===== config.mk =====
export PLATFORM = sky130hd
export DESIGN_NAME = div_unit
export DESIGN_NICKNAME = d
export VERILOG_FILES = /design/src/hw/ppc_div_pkg.sv /design/src/hw/div_core.sv /design/src/hw/div_issue.sv /design/src/hw/div_result_fifo.sv /design/src/hw/div_unit.sv /design/src/hw/div_writeback.sv
export SDC_FILE = /design/constraint.sdc
export NUM_CORES = 1
export LEC_CHECK = 0
export BUFFER_PORTS_ARGS = -buffer_cell sky130_fd_sc_hd__buf_2
export CAP_MARGIN = 0
export CORE_MARGIN = 2
export CORE_UTILIZATION = 40
export CTS_CLUSTER_DIAMETER = 120
export DETAILED_ROUTE_END_ITERATION = 6
export PLACE_DENSITY = 0.62
export SYNTH_ARGS = -nofsm -noshare
export SYNTH_HDL_FRONTEND = slang
export SYNTH_SLANG_ARGS = --single-unit

===== constraint.sdc =====
create_clock -name clk -period 5.1 [get_ports clk]
set_input_delay 0.51 -clock clk [delete_from_list [all_inputs] [get_ports clk]]
set_output_delay 0.51 -clock clk [all_outputs]
set_load 0.02 [all_outputs]

===== src/hw/ppc_div_pkg.sv =====
/* Shared widths, handshake payload structs and FSM encoding for the integer divide unit.
   Modules import this package in their headers. */
`default_nettype none

package ppc_div_pkg;

    localparam int XLEN           = 32;  // Operand and result width.
    localparam int RS_ID_W        = 5;   // Reservation-station tag width.
    localparam int REG_ADDR_W     = 5;   // Destination register address width.
    localparam int RES_FIFO_DEPTH = 4;   // Finished results that can wait for writeback.

    // PowerPC numbering, so bit 0 is the most significant bit.
    typedef logic [0:XLEN-1]       word_t;
    typedef logic [0:RS_ID_W-1]    rs_id_t;
    typedef logic [0:REG_ADDR_W-1] reg_addr_t;

    typedef struct packed {
        logic div_signed;  // Set for divw, clear for divwu.
        logic alter_cr0;   // Record form.
        logic alter_ov;    // OE form.
    } div_decode_t;

    typedef struct packed {
        rs_id_t      rs_id;
        reg_addr_t   dest;
        word_t       op1;  // Dividend.
        word_t       op2;  // Divisor.
        div_decode_t ctrl;
    } div_req_t;

    // Job as it travels from issue through the divider into the result FIFO.
    // After the divider the divisor field carries the unsigned quotient.
    typedef struct packed {
        rs_id_t      rs_id;
        reg_addr_t   dest;
        div_decode_t ctrl;
        word_t       dividend;
        word_t       divisor;
        logic        neg_quot;
        logic        ovf;
    } div_job_t;

    typedef struct packed {
        logic cr0_lt;
        logic cr0_gt;
        logic cr0_eq;
        logic cr0_so;
        logic xer_ov;
        logic xer_so;
    } cond_exception_t;

    typedef struct packed {
        rs_id_t          rs_id;
        reg_addr_t       dest;
        word_t           result;
        cond_exception_t flags;
    } div_res_t;

    typedef enum logic [1:0] {
        IDLE,
        RUN,
        DONE
    } div_state_e;

endpackage

`default_nettype wire


===== src/hw/div_core.sv =====
/* Radix-2 restoring divider. Produces one unsigned quotient bit per cycle from the
   operand magnitudes and returns the job with the quotient in place of the divisor. */
`default_nettype none

module div_core
    import ppc_div_pkg::*;
(
    input  wire logic     clk,
    input  wire logic     arst_n,
    input  wire div_job_t job,
    input  wire logic     job_valid,
    output logic          job_ready,
    output div_job_t      done,
    output logic          done_valid,
    input  wire logic     done_ready
);

    div_state_e                 state_q;
    logic [$clog2(XLEN)-1:0]    step_q;        // Iteration counter.
    logic                       done_valid_q;
    div_job_t                   job_q;
    word_t                      rem_q;         // Partial remainder.
    word_t                      quot_q;        // Dividend bits shift out, quotient bits shift in.
    logic [0:XLEN]              shifted;
    logic [0:XLEN]              diff;

    assign job_ready  = (state_q == IDLE);
    assign done_valid = done_valid_q;

    // One restoring step: bring down the next dividend bit and try the subtraction.
    always_comb begin
        shifted = {rem_q, quot_q[0]};
        diff    = shifted - {1'b0, job_q.divisor};
    end

    always_comb begin
        done         = job_q;
        done.divisor = quot_q;
    end

    always_ff @(posedge clk or negedge arst_n) begin
        if (!arst_n) begin
            state_q      <= IDLE;
            step_q       <= '0;
            done_valid_q <= 1'b0;
        end else begin
            case (state_q)
                IDLE: begin
                    if (job_valid) begin
                        state_q <= RUN;
                        step_q  <= '0;
                    end
                end
                RUN: begin
                    step_q <= step_q + 1'b1;
                    if (step_q == XLEN - 1) begin
                        state_q <= DONE;
                    end
                end
                DONE: begin
                    // The first DONE cycle raises valid, then we wait for the FIFO.
                    if (!done_valid_q) begin
                        done_valid_q <= 1'b1;
                    end else if (done_ready) begin
                        done_valid_q <= 1'b0;
                        state_q      <= IDLE;
                    end
                end
                default: begin
                    state_q <= IDLE;
                end
            endcase
        end
    end

    always_ff @(posedge clk) begin
        if (state_q == IDLE && job_valid) begin
            job_q  <= job;
            rem_q  <= '0;
            quot_q <= job.dividend;
        end else if (state_q == RUN) begin
            if (!diff[0]) begin  // Non-negative, keep the difference.
                rem_q  <= diff[1:XLEN];
                quot_q <= {quot_q[1:XLEN-1], 1'b1};
            end else begin
                rem_q  <= shifted[1:XLEN];
                quot_q <= {quot_q[1:XLEN-1], 1'b0};
            end
        end
    end

    // A finished job is offered until the FIFO accepts it.
    assert property (@(posedge clk) disable iff (!arst_n)
        done_valid && !done_ready |=> done_valid && $stable(done));

endmodule

`default_nettype wire


===== src/hw/div_issue.sv =====
/* Front stage of the divide unit. Registers one request, turns signed operands into
   magnitudes and flags the overflow cases before the divider sees the job. */
`default_nettype none

module div_issue
    import ppc_div_pkg::*;
(
    input  wire logic     clk,
    input  wire logic     arst_n,
    input  wire div_req_t req,
    input  wire logic     req_valid,
    output logic          req_ready,
    output div_job_t      job,
    output logic          job_valid,
    input  wire logic     job_ready
);

    div_job_t next_job;
    logic     op1_neg;
    logic     op2_neg;
    logic     int_min_by_m1;

    // Only one job is held, so a new request waits until the divider takes it.
    assign req_ready = ~job_valid;

    always_comb begin
        op1_neg = req.ctrl.div_signed & req.op1[0];
        op2_neg = req.ctrl.div_signed & req.op2[0];

        // The one signed quotient that does not fit in 32 bits.
        int_min_by_m1 = req.ctrl.div_signed
                      && (req.op1 == {1'b1, {(XLEN - 1){1'b0}}})
                      && (req.op2 == '1);

        next_job.rs_id    = req.rs_id;
        next_job.dest     = req.dest;
        next_job.ctrl     = req.ctrl;
        next_job.dividend = op1_neg ? word_t'(-req.op1) : req.op1;
        next_job.divisor  = op2_neg ? word_t'(-req.op2) : req.op2;
        next_job.neg_quot = op1_neg ^ op2_neg;
        next_job.ovf      = (req.op2 == '0) || int_min_by_m1;
    end

    always_ff @(posedge clk or negedge arst_n) begin
        if (!arst_n) begin
            job_valid <= 1'b0;
        end else if (req_valid && req_ready) begin
            job_valid <= 1'b1;
        end else if (job_ready) begin
            job_valid <= 1'b0;  // Handed to the divider.
        end
    end

    always_ff @(posedge clk) begin
        if (req_valid && req_ready) begin
            job <= next_job;
        end
    end

    // The requester must keep its request steady until it is taken.
    assert property (@(posedge clk) disable iff (!arst_n)
        req_valid && !req_ready |=> req_valid && $stable(req));

endmodule

`default_nettype wire


===== src/hw/div_result_fifo.sv =====
/* Ordered result buffer between the divider and writeback. Ready means not full, so the
   divider can drain while writeback is held off. */
`default_nettype none

module div_result_fifo
    import ppc_div_pkg::*;
(
    input  wire logic     clk,
    input  wire logic     arst_n,
    input  wire div_job_t wr,
    input  wire logic     wr_valid,
    output logic          wr_ready,
    output div_job_t      rd,
    output logic          rd_valid,
    input  wire logic     rd_ready
);

    div_job_t                             mem [RES_FIFO_DEPTH];
    logic [$clog2(RES_FIFO_DEPTH)-1:0]    wr_ptr_q;
    logic [$clog2(RES_FIFO_DEPTH)-1:0]    rd_ptr_q;
    logic [$clog2(RES_FIFO_DEPTH):0]      count_q;
    logic                                 push;
    logic                                 pop;

    assign wr_ready = (count_q != RES_FIFO_DEPTH);
    assign rd_valid = (count_q != '0);
    assign rd       = mem[rd_ptr_q];  // Head entry, visible the cycle after its write.

    assign push = wr_valid && wr_ready;
    assign pop  = rd_valid && rd_ready;

    always_ff @(posedge clk or negedge arst_n) begin
        if (!arst_n) begin
            wr_ptr_q <= '0;
            rd_ptr_q <= '0;
            count_q  <= '0;
        end else begin
            if (push) begin
                wr_ptr_q <= (wr_ptr_q == RES_FIFO_DEPTH - 1) ? '0 : wr_ptr_q + 1'b1;
            end
            if (pop) begin
                rd_ptr_q <= (rd_ptr_q == RES_FIFO_DEPTH - 1) ? '0 : rd_ptr_q + 1'b1;
            end
            case ({push, pop})
                2'b10:   count_q <= count_q + 1'b1;
                2'b01:   count_q <= count_q - 1'b1;
                default: count_q <= count_q;  // Both or neither leave the fill level.
            endcase
        end
    end

    always_ff @(posedge clk) begin
        if (push) begin
            mem[wr_ptr_q] <= wr;
        end
    end

    // The pointers meet only when the FIFO is empty or full.
    // Any other meeting means a write went into an unread entry.
    assert property (@(posedge clk) disable iff (!arst_n)
        (wr_ptr_q == rd_ptr_q) == (count_q == '0 || count_q == RES_FIFO_DEPTH));

endmodule

`default_nettype wire


===== src/hw/div_unit.sv =====
/* Top of the integer divide unit for divw and divwu. Chains issue, the iterative
   divider, the result FIFO and writeback with valid/ready links. */
`default_nettype none

module div_unit
    import ppc_div_pkg::*;
(
    input  wire logic     clk,
    input  wire logic     arst_n,
    input  wire div_req_t req,
    input  wire logic     req_valid,
    output logic          req_ready,
    output div_res_t      res,
    output logic          res_valid,
    input  wire logic     res_ready
);

    div_job_t job;
    logic     job_valid;
    logic     job_ready;
    div_job_t done;
    logic     done_valid;
    logic     done_ready;
    div_job_t fifo_job;
    logic     fifo_valid;
    logic     fifo_ready;

    div_issue u_issue (
        .clk       (clk),
        .arst_n    (arst_n),
        .req       (req),
        .req_valid (req_valid),
        .req_ready (req_ready),
        .job       (job),
        .job_valid (job_valid),
        .job_ready (job_ready)
    );

    div_core u_core (
        .clk        (clk),
        .arst_n     (arst_n),
        .job        (job),
        .job_valid  (job_valid),
        .job_ready  (job_ready),
        .done       (done),
        .done_valid (done_valid),
        .done_ready (done_ready)
    );

    // Finished jobs wait here while writeback is stalled.
    div_result_fifo u_fifo (
        .clk      (clk),
        .arst_n   (arst_n),
        .wr       (done),
        .wr_valid (done_valid),
        .wr_ready (done_ready),
        .rd       (fifo_job),
        .rd_valid (fifo_valid),
        .rd_ready (fifo_ready)
    );

    div_writeback u_writeback (
        .clk       (clk),
        .arst_n    (arst_n),
        .job       (fifo_job),
        .job_valid (fifo_valid),
        .job_ready (fifo_ready),
        .res       (res),
        .res_valid (res_valid),
        .res_ready (res_ready)
    );

endmodule

`default_nettype wire


===== src/hw/div_writeback.sv =====
/* Final stage of the divide unit. Signs the quotient, builds the CR0 and XER bits,
   keeps the sticky summary overflow and holds the result until it is taken. */
`default_nettype none

module div_writeback
    import ppc_div_pkg::*;
(
    input  wire logic     clk,
    input  wire logic     arst_n,
    input  wire div_job_t job,
    input  wire logic     job_valid,
    input  wire logic     res_ready,
    output logic          job_ready,
    output div_res_t      res,
    output logic          res_valid
);

    logic     so_q;      // Sticky summary overflow.
    logic     so_next;
    logic     load;
    word_t    quotient;
    div_res_t next_res;

    // The output register can take a new result when empty or being drained.
    assign job_ready = !res_valid || res_ready;
    assign load      = job_valid && job_ready;

    always_comb begin
        quotient = job.divisor;  // The divider put the quotient here.
        so_next  = so_q | (job.ctrl.alter_ov & job.ovf);

        next_res.rs_id  = job.rs_id;
        next_res.dest   = job.dest;
        next_res.result = job.ovf ? '0 : (job.neg_quot ? word_t'(-quotient) : quotient);

        next_res.flags.xer_ov = job.ctrl.alter_ov & job.ovf;
        next_res.flags.xer_so = so_next;

        // CR0 compares the signed result against zero.
        if (job.ctrl.alter_cr0) begin
            next_res.flags.cr0_lt = next_res.result[0];
            next_res.flags.cr0_gt = !next_res.result[0] && (next_res.result != '0);
            next_res.flags.cr0_eq = (next_res.result == '0);
            next_res.flags.cr0_so = so_next;
        end else begin
            next_res.flags.cr0_lt = 1'b0;
            next_res.flags.cr0_gt = 1'b0;
            next_res.flags.cr0_eq = 1'b0;
            next_res.flags.cr0_so = 1'b0;
        end
    end

    always_ff @(posedge clk or negedge arst_n) begin
        if (!arst_n) begin
            res_valid <= 1'b0;
            so_q      <= 1'b0;
        end else begin
            if (load) begin
                res_valid <= 1'b1;
                so_q      <= so_next;  // Only reset clears it again.
            end else if (res_ready) begin
                res_valid <= 1'b0;
            end
        end
    end

    always_ff @(posedge clk) begin
        if (load) begin
            res <= next_res;
        end
    end

    // The FIFO head must stay put while this stage is stalled.
    assert property (@(posedge clk) disable iff (!arst_n)
        job_valid && !job_ready |=> job_valid && $stable(job));

endmodule

`default_nettype wire


==> PnR_summary.wiki <==
{| class="wikitable"
! Metric !! Value
|-
| Area share of the largest cell type after synthesis || 0.598
|-
| RSZ-0062 raised after global routing || false
|-
| Final-report hold violation count || 0
|-
| Clock Tree Root || clkbuf_16
|-
| Max frequency || approximately 0.24 GHz
|-
| CP most frequent cell || nor4_1
|-
| Total routed wirelength || 39800 µm
|-
| Worst-Skew Late Latency || 0.58 ns
|-
| Die ar. || 50500 µm²
|-
| Count of flip-flops with a built-in enable after synthesis || a little under 400
|-
| CORE AREA || 47900 µm²
|-
| Post-route DRC || 0
|-
| Final critical-path required period || 4.25 ns
|-
| Ant. Diodes || 0
|-
| Post-route clock period utilization || 0.834
|-
| Ports placed on the boundary || around 130
|-
| Warning count from the yosys run || 0
|-
| Number of global-route vias before repair || ~11k
|-
| Power per cell area || slightly above 600 nW/µm²
|-
| Count of unique library cells instantiated by Yosys || 70
|-
| Capturing element type of the critical path || flop
|-
| Placer Congestion || 0.803
|-
| Worst-case setup slack after placement || 0.809 ns
|-
| WL per Instance || 18.4 µm
|-
| Synth Cell Area || 19500 µm²
|-
| Area growth, synth to finish || 15.0%
|-
| Overflow left after global routing || 0
|-
| Fraction of layout cells with a size suffix above 1 || 0.208
|-
| Relative slew slack || 0.303
|-
| Number of inserted filler cells in the final layout || 4185
|-
| First-pass GRT wire length || about 63000 µm
|-
| Max Fanout on Critical Path || 16
|-
| Total negative slack || 0 ns
|-
| CP Cell Sequence || buf_4 -> mux4_2 -> nor4_1 -> nand2b_1 -> o21a_1 -> xnor2_1 -> a31oi_1 -> or4b_1 -> nor4_1 -> o21ai_1 -> and3_1
|-
| Largest net degree at the start of global routing || 76
|-
| Slew Limit Fails || 0
|-
| Clock-pin slew of the registers on the worst-case setup and hold paths || around 0.06 ns
|-
| Clk buf depth || 3
|-
| Max incr delay on CP || 0.69 ns
|-
| Leakage power of the design || 8.12 nW
|-
| Port Buffer Count || 130
|-
| Overall die width || approximately 220 µm
|-
| Overall global routing resource usage || 0.161
|-
| Worst Path Arrival || 4.58 ns
|-
| Number of gates resized after CTS || 0
|-
| Clock buffers created by TritonCTS || 46
|-
| Post-route cell area || about 22000 µm²
|-
| Fraction of synthesis flops using an asynchronous set or reset pin || 0.0411
|-
| Path category of the worst min-delay check || input pin to flop
|-
| Number of placement rows || 80
|-
| Initial cell density of the core || 0.406
|-
| Sort of element at the start of the critical path || flop
|-
| Die span in y || between 200 and 250 µm
|-
| Final total power || roughly 14 mW
|-
| Final worst setup slack || 0.848 ns
|-
| WP data required || 5.43 ns
|-
| 1st-iter DRT viols || between 800 and 900
|-
| Most common cell after layout, fill and taps aside || edfxtp_1
|-
| First-pass detailed-route iteration total || 7
|-
| Post-layout net count || 1640
|-
| Worst ir drop on vdd || 270 µV
|-
| Dpl hpwl || 27100 µm
|-
| Tightest Pin Transition || 1.05 ns
|-
| Vias || 11.4k
|-
| Commonest cells after routing, fill and taps aside || edfxtp_1, buf_2, nor2_1
|-
| Number of antenna-violating nets in the routed design || 0
|-
| Post-Synthesis Cells || ~1.4k
|-
| Largest area contributor in the netlist || edfxtp_1
|-
| Run status || finished, final reports clean
|-
| Clock sink total || around 440
|-
| Maximum Capacitance Violations || 0
|-
| Synthesized Nets || roughly 1.5k
|-
| Placed inst area || 20900 µm²
|-
| Number of buffers inserted to repair setup after CTS || 0
|-
| Synthesized flop and latch total || 438
|-
| Post-Syn Area per Cell || 14.4 µm²
|-
| Clock tree from TritonCTS || done
|-
| Sum of buffers and inverters on the critical path || 1
|-
| Average vias per placed instance || 5.25
|-
| Slowest stage cell on the critical path || dfrtp_2
|-
| Cell family with the largest share of critical-path delay || simple AND/OR/NAND/NOR gates
|-
| Antenna violations before repair || 4
|-
| Share of the yosys chip area belonging to registers || 0.654
|-
| Synth area leaders || edfxtp_1, mux4_2, dfxtp_1, ha_1, xnor2_1
|-
| Count of H-tree levels built during CTS || 2
|-
| Leading register cell type out of synthesis || edfxtp_1
|-
| Category of the most critical setup path || flop to flop
|-
| Final setup violation count || 0
|-
| Worst-case clock skew || 0.0236 ns
|}
through the flow:
stage | hold WS [ns] | std cells | utilization
after floorplan | 0.214 | 1352 | -
after global placement | 0.400 | 2079 | 0.437
after detailed placement | 0.405 | 2079 | 0.437
after CTS | 0.0638 | 2162 | 0.468
after global routing | 0.0847 | 2162 | 0.468
final | 0.108 | 2162 | 0.468
final cells by class:
cell class              count  area, µm²  share of cell area
well taps                 615        769              0.0343
clock buffers              61       1230              0.0548
flip-flops and latches    438      12700               0.568
inverters                  71        267              0.0119
multi-input cells         804       6340               0.283
clock inverters            21        239              0.0107
repair buffers            152        831              0.0371
logic make-up (layout without fill, tap and decap cells):
| family | Yosys count | count (layout) | share of synthesized area |
|---|---|---|---|
| buffers and inverters | 110 | 305 | 0.0234 |
| multiplexers | 112 | 112 | 0.0894 |
| flip-flops | 438 | 438 | 0.654 |
| AND/OR/NAND/NOR | 307 | 307 | 0.0779 |
| XOR/XNOR | 117 | 117 | 0.0526 |
| adder cells (fa/ha/maj) | 46 | 46 | 0.0303 |
| AO/OA/AOI/OAI | 222 | 222 | 0.0725 |
Yosys cell counts (all sizes together) (3+ instances only):
library cell,count
clkbuf,22
inv,71
o31ai,15
o31a,4
or3,10
nand2,79
nor2b,10
a311oi,3
ha,44
o211ai,4
or4,6
nor2,89
nor4,14
mux4,46
and2,14
o21ai,62
o21bai,5
dfrtp,18
edfxtp,388
a21oi,60
buf,17
mux2i,29
nand2b,11
nand4,14
xor2,56
and3,12
o21a,6
or2,5
nor3,28
o22ai,3
a22o,5
dfxtp,32
o41ai,12
mux2,37
a21o,12
xnor2,61
a31oi,14
nand3,9
metal layers:
layer	global-route usage	wire, µm
met5	0	52
met4	0.0553	919
met3	0.0300	2050
met2	0.248	17800
met1	0.230	19000
where the power goes:
part           switching, mW  internal (mW)
Combinational           2.76           2.17
Clock                   1.34           1.95
Sequential             0.530           5.06
repair_timing:
action,CTS,global route
endpoints found under the setup margin,0,0
endpoints found under the hold margin,18,0
hold buffers,1,0
worst reg2reg max path, cell delays in order (launching register included):
cell and delay, ns:
dfrtp_2 0.69, buf_4 0.32, mux4_2 0.62, nor4_1 0.53
nand2b_1 0.21, o21a_1 0.22, xnor2_1 0.18, a31oi_1 0.09
or4b_1 0.58, nor4_1 0.24, o21ai_1 0.13, and3_1 0.19
sequential cells by signal (all words and copies together), names as in the netlist, 3 cells and up:
register	cells
u_fifo.mem	184
u_issue.job	78
u_writeback.res	48
u_core.job_q	32
u_core.quot_q	32
u_core.rem_q	32
u_core.done	14
u_core.step_q	5
u_fifo.count_q	3
worst paths after layout:
path                            slack (ns)  cells after the start                                to                      startpoint
worst min register to register        0.41                      0        u_core.job_q[33]$_DFFE_PP_       u_issue.job[33]$_DFFE_PP_
worst min-delay path                  0.11                      1         u_issue.job[69]$_DFFE_PP_                         req[67]
worst max register to register        0.85                     11  u_writeback.res[4]$_SDFFCE_PN0P_  u_fifo.rd_ptr_q[0]$_DFFE_PN0P_
min in group asynchronous             0.43                      2     u_fifo.count_q[2]$_DFFE_PN0P_                          arst_n
worst max-delay path                  0.85                     11  u_writeback.res[4]$_SDFFCE_PN0P_  u_fifo.rd_ptr_q[0]$_DFFE_PN0P_
max in group asynchronous             4.31                      2    u_fifo.rd_ptr_q[1]$_DFFE_PN0P_                          arst_n
Note: power is estimated with default switching activity, not from simulation.
